[src/hdl/rob_pkg.sv]
`default_nettype none

package rob_pkg;

    parameter int XLEN          = 32;             // Data path width
    parameter int ROB_DEPTH_DEF = 16;             // Default buffer entries, power of two

    // R-type encodings handled by this back end
    parameter logic [6:0] OPC_OP    = 7'b0110011; // Register-register ops
    parameter logic [6:0] F7_BASE   = 7'b0000000; // ADD, SLT, XOR, OR, AND
    parameter logic [6:0] F7_SUB    = 7'b0100000; // SUB
    parameter logic [6:0] F7_MULDIV = 7'b0000001; // M extension, only MUL here

    typedef enum logic [1:0] {
        UNIT_ALU,                                 // Single-cycle ALU
        UNIT_MUL,                                 // Three-stage multiplier
        UNIT_NONE                                 // Illegal, no unit runs it
    } unit_e;

    typedef enum logic [2:0] {
        ALU_ADD,
        ALU_SUB,
        ALU_AND,
        ALU_OR,
        ALU_XOR,
        ALU_SLT                                   // Signed compare
    } alu_op_e;

    typedef struct packed {
        unit_e           unit;                    // Target unit
        alu_op_e         alu_op;                  // Valid only for UNIT_ALU
        logic [4:0]      rd;                      // Destination register
        logic            reg_write;               // Low for x0 or illegal
        logic            illegal;                 // Raise exception at commit
        logic [XLEN-1:0] pc;
        logic [XLEN-1:0] op_a;                    // rs1 value
        logic [XLEN-1:0] op_b;                    // rs2 value
    } issue_t;

endpackage

`default_nettype wire

[src/hdl/wb_if.sv]
`timescale 1ns/1ps
`default_nettype none

interface wb_if #(
    parameter int ROB_DEPTH = rob_pkg::ROB_DEPTH_DEF
);

    localparam int TAG_W = $clog2(ROB_DEPTH);    // Buffer index width

    logic                     valid;             // Result strobe, one cycle
    logic [TAG_W-1:0]         tag;               // Buffer entry of the result
    logic [rob_pkg::XLEN-1:0] value;             // Result data
    logic                     kill;              // Flush back from the buffer

    // Execution unit side
    modport source (output valid, tag, value, input kill);

    // Reorder buffer side
    modport sink (input valid, tag, value, output kill);

endinterface

`default_nettype wire

[src/hdl/alu_unit.sv]
`timescale 1ns/1ps
`default_nettype none

module alu_unit #(
    parameter  int ROB_DEPTH = rob_pkg::ROB_DEPTH_DEF,
    localparam int TAG_W     = $clog2(ROB_DEPTH)
) (
    input  wire logic             clk,
    input  wire logic             rst,
    input  wire logic             disp_valid,
    input  wire rob_pkg::issue_t  disp,
    input  wire logic [TAG_W-1:0] disp_tag,
    wb_if.source                  wb
);

    localparam int XLEN = rob_pkg::XLEN;

    logic            accept;                     // Dispatch is for this unit
    logic            slt;                        // Signed less-than
    logic [XLEN-1:0] result;

    // Drop anything dispatched while the buffer flushes
    assign accept = disp_valid && (disp.unit == rob_pkg::UNIT_ALU) && !wb.kill;

    assign slt = $signed(disp.op_a) < $signed(disp.op_b);

    always_comb begin
        case (disp.alu_op)
            rob_pkg::ALU_ADD: result = disp.op_a + disp.op_b;
            rob_pkg::ALU_SUB: result = disp.op_a - disp.op_b;
            rob_pkg::ALU_AND: result = disp.op_a & disp.op_b;
            rob_pkg::ALU_OR:  result = disp.op_a | disp.op_b;
            rob_pkg::ALU_XOR: result = disp.op_a ^ disp.op_b;
            rob_pkg::ALU_SLT: result = {{(XLEN-1){1'b0}}, slt}; // 0 or 1
            default:          result = '0;
        endcase
    end

    always_ff @(posedge clk) begin
        if (rst || wb.kill) begin
            wb.valid <= 1'b0;                    // Kill drops the pending result
        end else begin
            wb.valid <= accept;
        end
    end

    always_ff @(posedge clk) begin
        if (accept) begin
            wb.tag   <= disp_tag;                // Buffer entry from allocation
            wb.value <= result;
        end
    end

endmodule

`default_nettype wire

[src/hdl/inst_decode.sv]
`timescale 1ns/1ps
`default_nettype none

module inst_decode (
    input  wire logic                     clk,
    input  wire logic                     rst,
    input  wire logic                     issue_valid,
    input  wire logic [31:0]              issue_instr,
    input  wire logic [rob_pkg::XLEN-1:0] issue_pc,
    input  wire logic [rob_pkg::XLEN-1:0] issue_op_a,
    input  wire logic [rob_pkg::XLEN-1:0] issue_op_b,
    output      logic                     disp_valid,
    output      rob_pkg::issue_t          disp
);

    logic [6:0]      opcode;                     // instr[6:0]
    logic [4:0]      rd;                         // instr[11:7]
    logic [2:0]      funct3;                     // instr[14:12]
    logic [6:0]      funct7;                     // instr[31:25]
    rob_pkg::issue_t dec;                        // Decoded, not yet registered

    assign opcode = issue_instr[6:0];
    assign rd     = issue_instr[11:7];
    assign funct3 = issue_instr[14:12];
    assign funct7 = issue_instr[31:25];

    always_comb begin
        dec.unit    = rob_pkg::UNIT_NONE;        // Assume illegal until matched
        dec.alu_op  = rob_pkg::ALU_ADD;
        dec.illegal = 1'b1;
        dec.rd      = rd;
        dec.pc      = issue_pc;
        dec.op_a    = issue_op_a;
        dec.op_b    = issue_op_b;
        if (opcode == rob_pkg::OPC_OP) begin
            case (funct7)
                rob_pkg::F7_BASE: begin
                    dec.unit    = rob_pkg::UNIT_ALU;
                    dec.illegal = 1'b0;
                    case (funct3)
                        3'b000:  dec.alu_op = rob_pkg::ALU_ADD;
                        3'b010:  dec.alu_op = rob_pkg::ALU_SLT;
                        3'b100:  dec.alu_op = rob_pkg::ALU_XOR;
                        3'b110:  dec.alu_op = rob_pkg::ALU_OR;
                        3'b111:  dec.alu_op = rob_pkg::ALU_AND;
                        default: begin                 // SLL, SLTU, SRL not supported
                            dec.unit    = rob_pkg::UNIT_NONE;
                            dec.illegal = 1'b1;
                        end
                    endcase
                end
                rob_pkg::F7_SUB: begin
                    if (funct3 == 3'b000) begin        // SUB only, SRA rejected
                        dec.unit    = rob_pkg::UNIT_ALU;
                        dec.alu_op  = rob_pkg::ALU_SUB;
                        dec.illegal = 1'b0;
                    end
                end
                rob_pkg::F7_MULDIV: begin
                    if (funct3 == 3'b000) begin        // MUL, low half of product
                        dec.unit    = rob_pkg::UNIT_MUL;
                        dec.illegal = 1'b0;
                    end
                end
                default: ;                             // Stays illegal
            endcase
        end
        dec.reg_write = !dec.illegal && (rd != 5'd0);  // x0 never written
    end

    always_ff @(posedge clk) begin
        if (rst) begin
            disp_valid <= 1'b0;
        end else begin
            disp_valid <= issue_valid;                 // One cycle issue to dispatch
        end
    end

    always_ff @(posedge clk) begin
        disp <= dec;                                   // Payload, no reset needed
    end

endmodule

`default_nettype wire

[src/hdl/mul_unit.sv]
`timescale 1ns/1ps
`default_nettype none

module mul_unit #(
    parameter  int ROB_DEPTH = rob_pkg::ROB_DEPTH_DEF,
    localparam int TAG_W     = $clog2(ROB_DEPTH)
) (
    input  wire logic             clk,
    input  wire logic             rst,
    input  wire logic             disp_valid,
    input  wire rob_pkg::issue_t  disp,
    input  wire logic [TAG_W-1:0] disp_tag,
    wb_if.source                  wb
);

    localparam int XLEN = rob_pkg::XLEN;
    localparam int HALF = XLEN / 2;              // Partial product split

    logic            accept;
    logic            s1_valid;                   // Stage 1 operand capture
    logic [TAG_W-1:0] s1_tag;
    logic [XLEN-1:0] s1_a;
    logic [XLEN-1:0] s1_b;
    logic            s2_valid;                   // Stage 2 partial products
    logic [TAG_W-1:0] s2_tag;
    logic [XLEN-1:0] s2_ll;                      // Full width a_lo * b_lo
    logic [HALF-1:0] s2_cross;                   // Low halves of cross terms
    logic [XLEN-1:0] pp_ll;
    logic [HALF-1:0] pp_lh;                      // Only the low half reaches the result
    logic [HALF-1:0] pp_hl;

    assign accept = disp_valid && (disp.unit == rob_pkg::UNIT_MUL) && !wb.kill;

    // High x high only touches bits above XLEN, so it is skipped
    assign pp_ll = s1_a[HALF-1:0] * s1_b[HALF-1:0];
    assign pp_lh = s1_a[HALF-1:0] * s1_b[XLEN-1:HALF];
    assign pp_hl = s1_a[XLEN-1:HALF] * s1_b[HALF-1:0];

    always_ff @(posedge clk) begin
        if (rst || wb.kill) begin
            s1_valid <= 1'b0;                    // Flush every stage at once
            s2_valid <= 1'b0;
            wb.valid <= 1'b0;
        end else begin
            s1_valid <= accept;
            s2_valid <= s1_valid;
            wb.valid <= s2_valid;
        end
    end

    always_ff @(posedge clk) begin
        s1_tag   <= disp_tag;
        s1_a     <= disp.op_a;
        s1_b     <= disp.op_b;
        s2_tag   <= s1_tag;
        s2_ll    <= pp_ll;
        s2_cross <= pp_lh + pp_hl;                     // Carry out past XLEN dropped
        wb.tag   <= s2_tag;
        wb.value <= s2_ll + {s2_cross, {HALF{1'b0}}};  // Low XLEN bits of product
    end

endmodule

`default_nettype wire

[src/hdl/ooo_core_top.sv]
`timescale 1ns/1ps
`default_nettype none

module ooo_core_top #(
    parameter  int ROB_DEPTH = rob_pkg::ROB_DEPTH_DEF,
    localparam int TAG_W     = $clog2(ROB_DEPTH)
) (
    input  wire logic                     clk,
    input  wire logic                     rst,
    input  wire logic                     issue_valid,
    input  wire logic [31:0]              issue_instr,
    input  wire logic [rob_pkg::XLEN-1:0] issue_pc,
    input  wire logic [rob_pkg::XLEN-1:0] issue_op_a,
    input  wire logic [rob_pkg::XLEN-1:0] issue_op_b,
    output      logic                     rob_full,
    output      logic                     commit_valid,
    output      logic [4:0]               commit_rd,
    output      logic [rob_pkg::XLEN-1:0] commit_value,
    output      logic                     commit_reg_write,
    output      logic [rob_pkg::XLEN-1:0] commit_pc,
    output      logic                     excp_valid,
    output      logic [rob_pkg::XLEN-1:0] excp_pc
);

    logic             disp_valid;                // Dispatch strobe from decode
    rob_pkg::issue_t  disp;
    logic [TAG_W-1:0] disp_tag;                  // Tail index from the buffer

    wb_if #(.ROB_DEPTH(ROB_DEPTH)) wb_alu ();    // ALU to buffer
    wb_if #(.ROB_DEPTH(ROB_DEPTH)) wb_mul ();    // Multiplier to buffer

    inst_decode i_inst_decode (
        .clk         (clk),
        .rst         (rst),
        .issue_valid (issue_valid),
        .issue_instr (issue_instr),
        .issue_pc    (issue_pc),
        .issue_op_a  (issue_op_a),
        .issue_op_b  (issue_op_b),
        .disp_valid  (disp_valid),
        .disp        (disp)
    );

    alu_unit #(.ROB_DEPTH(ROB_DEPTH)) i_alu_unit (
        .clk        (clk),
        .rst        (rst),
        .disp_valid (disp_valid),
        .disp       (disp),
        .disp_tag   (disp_tag),
        .wb         (wb_alu.source)
    );

    mul_unit #(.ROB_DEPTH(ROB_DEPTH)) i_mul_unit (
        .clk        (clk),
        .rst        (rst),
        .disp_valid (disp_valid),
        .disp       (disp),
        .disp_tag   (disp_tag),
        .wb         (wb_mul.source)
    );

    reorder_buffer #(.ROB_DEPTH(ROB_DEPTH)) i_reorder_buffer (
        .clk              (clk),
        .rst              (rst),
        .disp_valid       (disp_valid),
        .disp             (disp),
        .disp_tag         (disp_tag),
        .rob_full         (rob_full),
        .wb_alu           (wb_alu.sink),
        .wb_mul           (wb_mul.sink),
        .commit_valid     (commit_valid),
        .commit_rd        (commit_rd),
        .commit_value     (commit_value),
        .commit_reg_write (commit_reg_write),
        .commit_pc        (commit_pc),
        .excp_valid       (excp_valid),
        .excp_pc          (excp_pc)
    );

endmodule

`default_nettype wire

[src/hdl/reorder_buffer.sv]
`timescale 1ns/1ps
`default_nettype none

module reorder_buffer #(
    parameter  int ROB_DEPTH = rob_pkg::ROB_DEPTH_DEF,
    localparam int TAG_W     = $clog2(ROB_DEPTH)
) (
    input  wire logic                     clk,
    input  wire logic                     rst,
    input  wire logic                     disp_valid,
    input  wire rob_pkg::issue_t          disp,
    output      logic [TAG_W-1:0]         disp_tag,
    output      logic                     rob_full,
    wb_if.sink                            wb_alu,
    wb_if.sink                            wb_mul,
    output      logic                     commit_valid,
    output      logic [4:0]               commit_rd,
    output      logic [rob_pkg::XLEN-1:0] commit_value,
    output      logic                     commit_reg_write,
    output      logic [rob_pkg::XLEN-1:0] commit_pc,
    output      logic                     excp_valid,
    output      logic [rob_pkg::XLEN-1:0] excp_pc
);

    localparam int XLEN  = rob_pkg::XLEN;
    localparam int CNT_W = TAG_W + 1;            // Counts 0 to ROB_DEPTH

    // Entry state, busy is the only flag that needs reset
    logic [ROB_DEPTH-1:0] busy;
    logic [ROB_DEPTH-1:0] rdy;                   // Result present
    logic [ROB_DEPTH-1:0] excp;                  // Illegal instruction entry
    logic [4:0]           rd_q     [ROB_DEPTH];
    logic [ROB_DEPTH-1:0] wr_q;                  // Register-write flag
    logic [XLEN-1:0]      value_q  [ROB_DEPTH];
    logic [XLEN-1:0]      pc_q     [ROB_DEPTH];

    logic [TAG_W-1:0]     head;                  // Oldest entry
    logic [TAG_W-1:0]     tail;                  // Next free entry
    logic [CNT_W-1:0]     count;
    logic                 kill_q;                // Flush strobe to the units

    logic                 alloc;
    logic                 head_done;
    logic                 commit_fire;
    logic                 excp_fire;

    assign disp_tag = tail;                      // Tag handed out in dispatch cycle
    assign rob_full = (count == CNT_W'(ROB_DEPTH));

    assign wb_alu.kill = kill_q;
    assign wb_mul.kill = kill_q;

    // Dispatch in the flush cycle belongs to the dropped stream
    assign alloc       = disp_valid && !kill_q;
    assign head_done   = busy[head] && rdy[head];
    assign commit_fire = head_done && !excp[head];
    assign excp_fire   = head_done && excp[head];

    always_ff @(posedge clk) begin
        if (rst) begin
            busy         <= '0;
            head         <= '0;
            tail         <= '0;
            count        <= '0;
            commit_valid <= 1'b0;
            excp_valid   <= 1'b0;
            kill_q       <= 1'b0;
        end else begin
            commit_valid <= commit_fire;         // Strobes last one cycle
            excp_valid   <= excp_fire;
            kill_q       <= excp_fire;
            if (excp_fire) begin
                busy  <= '0;                     // Flush all, younger dispatch too
                head  <= '0;
                tail  <= '0;
                count <= '0;
            end else begin
                if (alloc) begin
                    busy[tail] <= 1'b1;
                    tail       <= tail + 1'b1;   // Wraps, depth is a power of two
                end
                if (commit_fire) begin
                    busy[head] <= 1'b0;
                    head       <= head + 1'b1;
                end
                case ({alloc, commit_fire})
                    2'b10:   count <= count + 1'b1;
                    2'b01:   count <= count - 1'b1;
                    default: ;                   // Both or neither, no change
                endcase
            end
        end
    end

    always_ff @(posedge clk) begin
        if (alloc) begin
            rdy[tail]     <= disp.illegal;       // Illegal is done at allocation
            excp[tail]    <= disp.illegal;
            rd_q[tail]    <= disp.rd;
            wr_q[tail]    <= disp.reg_write;
            pc_q[tail]    <= disp.pc;
        end
        // Old busy guards against stale results after a flush
        if (wb_alu.valid && busy[wb_alu.tag]) begin
            rdy[wb_alu.tag]     <= 1'b1;
            value_q[wb_alu.tag] <= wb_alu.value;
        end
        if (wb_mul.valid && busy[wb_mul.tag]) begin
            rdy[wb_mul.tag]     <= 1'b1;
            value_q[wb_mul.tag] <= wb_mul.value;
        end
        if (commit_fire) begin
            commit_rd        <= rd_q[head];
            commit_value     <= value_q[head];
            commit_reg_write <= wr_q[head];
            commit_pc        <= pc_q[head];
        end
        if (excp_fire) begin
            excp_pc <= pc_q[head];               // PC of the faulting instruction
        end
    end

endmodule

`default_nettype wire

[config.mk]
export PLATFORM = sky130hd
export DESIGN_NAME = ooo_core_top
export DESIGN_NICKNAME = d
export VERILOG_FILES = /design/src/hdl/rob_pkg.sv /design/src/hdl/wb_if.sv /design/src/hdl/alu_unit.sv /design/src/hdl/inst_decode.sv /design/src/hdl/mul_unit.sv /design/src/hdl/ooo_core_top.sv /design/src/hdl/reorder_buffer.sv
export SDC_FILE = /design/constraint.sdc
export NUM_CORES = 2
export LEC_CHECK = 0
export BUFFER_PORTS_ARGS = -buffer_cell sky130_fd_sc_hd__clkbuf_2
export CAP_MARGIN = 10
export CORE_ASPECT_RATIO = 1.5
export CORE_MARGIN = 2
export CORE_UTILIZATION = 40
export CTS_BUF_LIST = sky130_fd_sc_hd__clkbuf_8 sky130_fd_sc_hd__clkbuf_16
export CTS_CLUSTER_DIAMETER = 40
export DETAILED_ROUTE_END_ITERATION = 16
export PLACE_DENSITY_LB_ADDON = 0.12
export SLEW_MARGIN = 25
export SYNTH_ARGS = -nofsm -noshare
export SYNTH_HDL_FRONTEND = slang
export SYNTH_SLANG_ARGS = --single-unit
[constraint.sdc]
create_clock -name clk -period 9.52 [get_ports clk]
set_clock_uncertainty 0.1 [all_clocks]
set_input_delay 1.428 -clock clk [delete_from_list [all_inputs] [get_ports clk]]
set_output_delay 1.428 -clock clk [all_outputs]
set_load 0.01 [all_outputs]
==> Word level (Yosys, flattened, before mapping) <==
Memories as Yosys holds them, arrays and structs flattened. A register that Yosys moved wholly into a read port is not among the register bits.
Cells that the tools add are included.
{ "op_classes": {"n_addsub": 8, "mul": 3, "order_cmp": 9, "n_eq_ne": 16, "muxes": 50, "bitwise": 8, "n_reduce_logical": 28} }
{ "ops": {"columns": ["cell", "count"], "rows": [
  ["$pmux W32 S6", 1],
  ["$mux W16", 7],
  ["$add A32 B32 Y32", 2],
  ["$bwmux W16", 3],
  ["$or A16 B16 Y16", 3],
  ["$and A32 B32 Y32", 1],
  ["$lt A32 B32 Y1", 1],
  ["$mul A16 B16 Y16", 2],
  ["$mul A16 B16 Y32", 1],
  ["$or A32 B32 Y32", 1],
  ["$sub A32 B32 Y32", 1],
  ["$xor A32 B32 Y32", 1],
  ["$bmux W1 S4", 6],
  ["$lt A4 B5 Y1 const B", 4],
  ["$mux W1", 19],
  ["$add A16 B16 Y16", 1],
  ["$and A16 B16 Y16", 1],
  ["$demux W1 S4", 4],
  ["$ge A4 B1 Y1 const B", 4],
  ["$not A16 Y16", 1],
  ["$eq A3 B3 Y1 const B", 5],
  ["$logic_and A1 B1 Y1", 15],
  ["$eq A7 B6 Y1 const B", 2],
  ["$pmux W3 S4", 1],
  ["other kinds (25)", 35]
]} }
{ "word_totals": {"reg_bits": 449, "ramBits": 1104, "inputBits": 131, "memories": 3} }
{ "mem_list": {"columns": ["name", "depth", "width", "rd", "rd_ports_with_merged_regs", "write_ports", "line_no", "source"], "rows": [
  ["i_reorder_buffer.pc_q", 16, 32, 1, 1, 1, "reorder_buffer.sv:35", "logic [XLEN-1:0] pc_q [ROB_DEPTH];"],
  ["i_reorder_buffer.value_q", 16, 32, 1, 1, 2, "reorder_buffer.sv:34", "logic [XLEN-1:0] value_q [ROB_DEPTH];"],
  ["i_reorder_buffer.rd_q", 16, 5, 1, 1, 1, "reorder_buffer.sv:32", "logic [4:0] rd_q [ROB_DEPTH];"]
]} }

==> Longest topological paths before layout <==
{ "logic_depth": {"depth_word": 10, "mapped_depth": 26, "ltp_nobuf": 24} }

==> Cells and area by module <==
A second synthesis with hierarchy kept.
{ "hier_totals": {"hier_cells": 5741, "hier_area_um2": 83903.0} }
{ "modules_own_cells": {"columns": ["module", "n_inst", "cells_each", "area_each_um2", "seq_area_each_um2"], "rows": [
  ["reorder_buffer", 1, 2627, 54748.8, 38196.6],
  ["mul_unit", 1, 2124, 20348.3, 3183.1],
  ["alu_unit", 1, 857, 6443.7, 1101.1],
  ["inst_decode", 1, 133, 2362.3, 2182.1]
]} }

==> Worst setup path after synthesis <==
OpenSTA, ideal clock, no wires.
{ "synth_path": {"path_kind": "register to register", "startpoint": "register i_reorder_buffer.head[0]", "endpoint": "register i_reorder_buffer.count[4]", "setup_time_ns": 0.115, "arrival_ns": 6.443, "required_time_ns": 9.305, "slack_ns": 2.861, "path_stages_with_launch": 15, "period_less_slack_ns": 6.659, "path_cell_list": "dfxtp_1 > clkbuf_1 > mux4_2 > mux4_2 > nor2_1 > ha_1 > inv_1 > fa_1 > inv_1 > a21o_1 > a21oi_1 > xnor2_1 > nor2_1 > xnor2_1 > nor2_1"} }
{ "synth_via": {"elab_chain_len": 6} }
{ "synth_rtl": {"columns": ["item", "line_no", "source"], "rows": [
  ["start, declared", "reorder_buffer.sv:37", "logic [TAG_W-1:0] head;"],
  ["start signal, assigned", "reorder_buffer.sv:84", "head <= head + 1'b1;"],
  ["$bmux W1 S4, on equally long branches", "reorder_buffer.sv:55, reorder_buffer.sv:56", null],
  ["$mux W1, on equally long branches", "reorder_buffer.sv:55, reorder_buffer.sv:56", null],
  ["$logic_and A1 B1 Y1 or $logic_not A1 Y1 (tied branches)", "reorder_buffer.sv:55, reorder_buffer.sv:56", null],
  ["$logic_and A1 B1 Y1 (*)", "reorder_buffer.sv:56", "assign commit_fire = head_done && !excp[head];"],
  ["via i_reorder_buffer.commit_fire", "reorder_buffer.sv:44", "logic commit_fire;"],
  ["$eq A2 B1 Y1 or $eq A2 B2 Y1 (tied branches)", "reorder_buffer.sv:86", "case ({alloc, commit_fire})"],
  ["$pmux W5 S2 or $reduce_bool A2 Y1 (tied branches)", null, null],
  ["end signal, assigned", "reorder_buffer.sv:87", "2'b10: count <= count + 1'b1;"],
  ["end signal, assigned", "reorder_buffer.sv:88", "2'b01: count <= count - 1'b1;"],
  ["end, declared", "reorder_buffer.sv:39", "logic [CNT_W-1:0] count;"]
]} }
The timed path passes the listed nets; every way through them passes the cells marked *. The select of a mux whose other input is x is not followed.
A chain may end at the register's enable or synchronous reset.

==> Worst setup path after layout <==
{ "layout_path": {"startpoint": "register i_mul_unit.s1_a[3]", "endpoint": "register i_mul_unit.s2_cross[14]"} }
{ "layout_via": {"elab_chain_len": 2} }
{ "layout_rtl": {"columns": ["item", "line_no", "source"], "rows": [
  ["start, declared", "mul_unit.sv:22", "logic [XLEN-1:0] s1_a;"],
  ["start signal, assigned", "mul_unit.sv:53", "s1_a <= disp.op_a;"],
  ["$mul A16 B16 Y16", "mul_unit.sv:36", "assign pp_lh = s1_a[HALF-1:0] * s1_b[XLEN-1:HALF];"],
  ["$add A16 B16 Y16", "mul_unit.sv:57", "s2_cross <= pp_lh + pp_hl;"],
  ["end signal, assigned", "mul_unit.sv:57", null],
  ["end, declared", "mul_unit.sv:27", "logic [HALF-1:0] s2_cross;"]
]} }
Every way passes these cells.

==> out/metrics.yaml <==
status: "complete, no violations"
vdd_drop_max_v: 0.000838
ant_nets: 0
wl_per_cell_um: 26.8
yosysMostFrequentCell: "edfxtp_1"
synth.area.top_cells: "edfxtp_1 46%, mux4_2 9.9%, fa_1 9.2%"
cpPeakStageDelay_ns: 0.81
drt_iter0_drc: 3327
holdPathStages: 0
synthCells: 5679
drive_gt1_frac: 0.269
finalHoldWorstSlack_ns: 0.224
max_freq_mhz: 134
max_slew_margin: 0.196
netlist.top_cell.by_area: "edfxtp_1"
synthArstFlopShare: 0
p_leak_nw: 34.8
grtUsageTotal: 0.222
clk_latency_ns: 0.84
die_area_um2: 211000
synth-edff-count: 1274
grt_max_degree: 93
yosysUniqueCellTypes: 77
required_ns: 10.07
maxSlewViolCount: 0
io_buffers: 225
endpoint_kind: "register"
period_share: 0.786
cts_tree: "built"
first_pass_iters: 7
syn_avg_cell_area_um2: 14.6
fin_crit_ns: 7.48
root_buffer: "clkbuf_16"
area_growth_pct: 13.6
synth_top_area_frac: 0.461
synth_seq_cells: 1594
cp_cell_sequence: "buf_4, and2_1, fa_1, inv_1, fa_1, fa_1, inv_1, ha_1, inv_1, fa_1, inv_1, fa_1, inv_1, fa_1, inv_1, fa_1, ha_1, a21oi_1, o21bai_1, a21oi_1, o21ai_0, or4_1, o311a_1, xor2_1"
gp_congestion: 0.855
rsz0062_at_grt: "no"
worst_slew_pin_slew_ns: 1.20
start_kind: "register"
setup_tns_ns: 0
gr-usage-met2: 0.413
clkSinkCount: 1594
ctsResizeCount: 0
reg2reg_to: "i_mul_unit.s2_cross[14]"
ys_warn_count: 0
met1_usage: 0.260
crit_path_start: "i_mul_unit.s1_a[3]"
postCtsHoldBufs: 0
std_cell_rows: 204
max-clock-path-buffers: 4
vias: 47600
htree_levels: 4
cp_top_family: "adder cells"
via_per_inst: 5.46
fin_util: 0.457
crit_top_cell: "fa_1"
core_um2: 206000
drc: 0
path_clk_slew_ns: 0.06
dp_hpwl_um: 145000
antenna_found_initial: 11
netlist_top_cells_count: "1274 x edfxtp_1, 548 x inv_1, 509 x mux2_2, 382 x fa_1, 370 x nand2_1"
cp.arrival_ns: 8.04
r2r_cells: 24
grt.met3_usage: 0.0295
yosysSeqAreaShare: 0.539
pwr_density_cell_nw_per_um2: 269
finish.net_count: 6704
worst-path-buf-inv: 7
die_h_um: 562
ys.flop_type: "edfxtp_1"
slowest_stage: "dfxtp_1"
r2r_start: "i_mul_unit.s1_a[3]"
ios: 236
grt_pass1_wl_um: 343000
hold_path.class: "register to register"
totalWireLength_um: 234000
setup_viol: 0
worst-path-stages: 24
grt_busiest_layer: "met2"
die_w_um: 376
netlist_area_um2: 82900
cts_buffers: 204
crit_path_end: "i_mul_unit.s2_cross[14]"
n_fill_cell: 18300
criticalPathCategory: "register to register"
start_util: 0.403
grt_pass1_vias: 50600
maxCapViolCount: 0
crit_fanout: 16
power.total_mw: 25.3
hold_viol: 0
r2r_slack_ns: 2.04
cts_setup_buffers: 0
synth.net_count: 6510
grt_overflow: 0
-- layout make-up --
| type | count | area (µm²) | area share |
|---|---|---|---|
| Sequential cell | 1594 | 44700 | 0.474 |
| Multi-Input combinational cell | 3185 | 35300 | 0.374 |
| Clock buffer | 221 | 5350 | 0.0568 |
| Tap cell | 2678 | 3350 | 0.0356 |
| Inverter | 550 | 2070 | 0.0219 |
| Timing Repair Buffer | 338 | 1990 | 0.0211 |
| Clock inverter | 152 | 1490 | 0.0158 |
| Antenna cell | 1 | 2.50 | 0.0000266 |
-- cell families (layout without fill, tap and decap cells) --
group | after synthesis | in the layout | share of synthesized area
AOI/OAI and AO/OA | 452 | 452 | 0.0351
xor gates and xnor gates | 142 | 142 | 0.0150
adders and majority gates | 701 | 701 | 0.140
buffers and inverters | 900 | 1261 | 0.0416
DFF | 1594 | 1594 | 0.539
muxes | 887 | 887 | 0.170
other | 0 | 1 | 0
and+or+nand+nor | 1003 | 1003 | 0.0596
-- state kept, by name (all words and copies together) (netlist names), 5 cells and up, named ones only --
name,cells
i_reorder_buffer.commit_rd,5
i_mul_unit.wb.value,32
i_reorder_buffer.count,5
i_reorder_buffer.value_q,512
i_reorder_buffer.rd_q,80
i_inst_decode.disp,108
i_mul_unit.s2_cross,16
i_alu_unit.wb.value,32
i_reorder_buffer.commit_pc,32
i_reorder_buffer.excp,16
i_mul_unit.s1_b,32
i_mul_unit.s1_a,32
i_reorder_buffer.rdy,16
i_reorder_buffer.pc_q,512
i_reorder_buffer.wr_q,16
i_reorder_buffer.excp_pc,32
i_reorder_buffer.commit_value,32
i_mul_unit.s2_ll,32
i_reorder_buffer.busy,16
-- power breakdown --
| part | internal, mW | switching (mW) |
|---|---|---|
| clock network | 4.51 | 3.17 |
| registers | 7.88 | 0.443 |
| logic | 4.19 | 5.13 |
-- layout by cell type, fill, tap and decap left out, types with 23 or more instances in the layout --
master     count
xnor2_1      112
dfxtp_1      305
ha_1         318
nor2_1       132
mux2_2       509
nor2_4        25
and2_1       264
mux4_2       365
a21o_1        27
inv_6         23
xor2_1        30
clkbuf_16    205
edfxtp_1    1274
nand3_1       33
a21oi_1      122
o21ai_0       96
fa_1         382
nor2b_1       43
inv_1        587
buf_4        111
nand2_1      370
nor3_1        32
clkbuf_2     225
-- per-layer routing --
layer  wire, µm  vias to the layer above  part of all wire
met5         39                        -           0.00017
li1           -                    20900                 -
met4       8920                        6             0.038
met3      10300                      476             0.044
met1      89400                    24900              0.38
met2     125000                     1362              0.54
-- per-stage QoR --
step           setup WS (ns)  cell area (µm²)  cells
2_1_floorplan           2.86            82900   5679
3_3_place_gp            2.03            87400   8345
3_5_place_dp            2.08            87400   8345
4_1_cts                 2.00            94200   8718
5_1_grt                 1.66            94200   8719
6_report                2.04            94200   8719
-- worst min path at each step --
| stage | start | to |
|---|---|---|
| 2_1_floorplan | i_mul_unit.s1_tag[0] | i_mul_unit.s2_tag[0] |
| 3_3_place_gp | i_mul_unit.s2_ll[9] | i_mul_unit.wb.value[9] |
| 3_5_place_dp | i_mul_unit.s1_tag[1] | i_mul_unit.s2_tag[1] |
| 4_1_cts | i_mul_unit.s2_ll[6] | i_mul_unit.wb.value[6] |
| 5_1_grt | i_mul_unit.s2_ll[9] | i_mul_unit.wb.value[9] |
| 6_report | i_mul_unit.s2_ll[6] | i_mul_unit.wb.value[6] |
No activity file was read; power rests on OpenSTA's default activity.
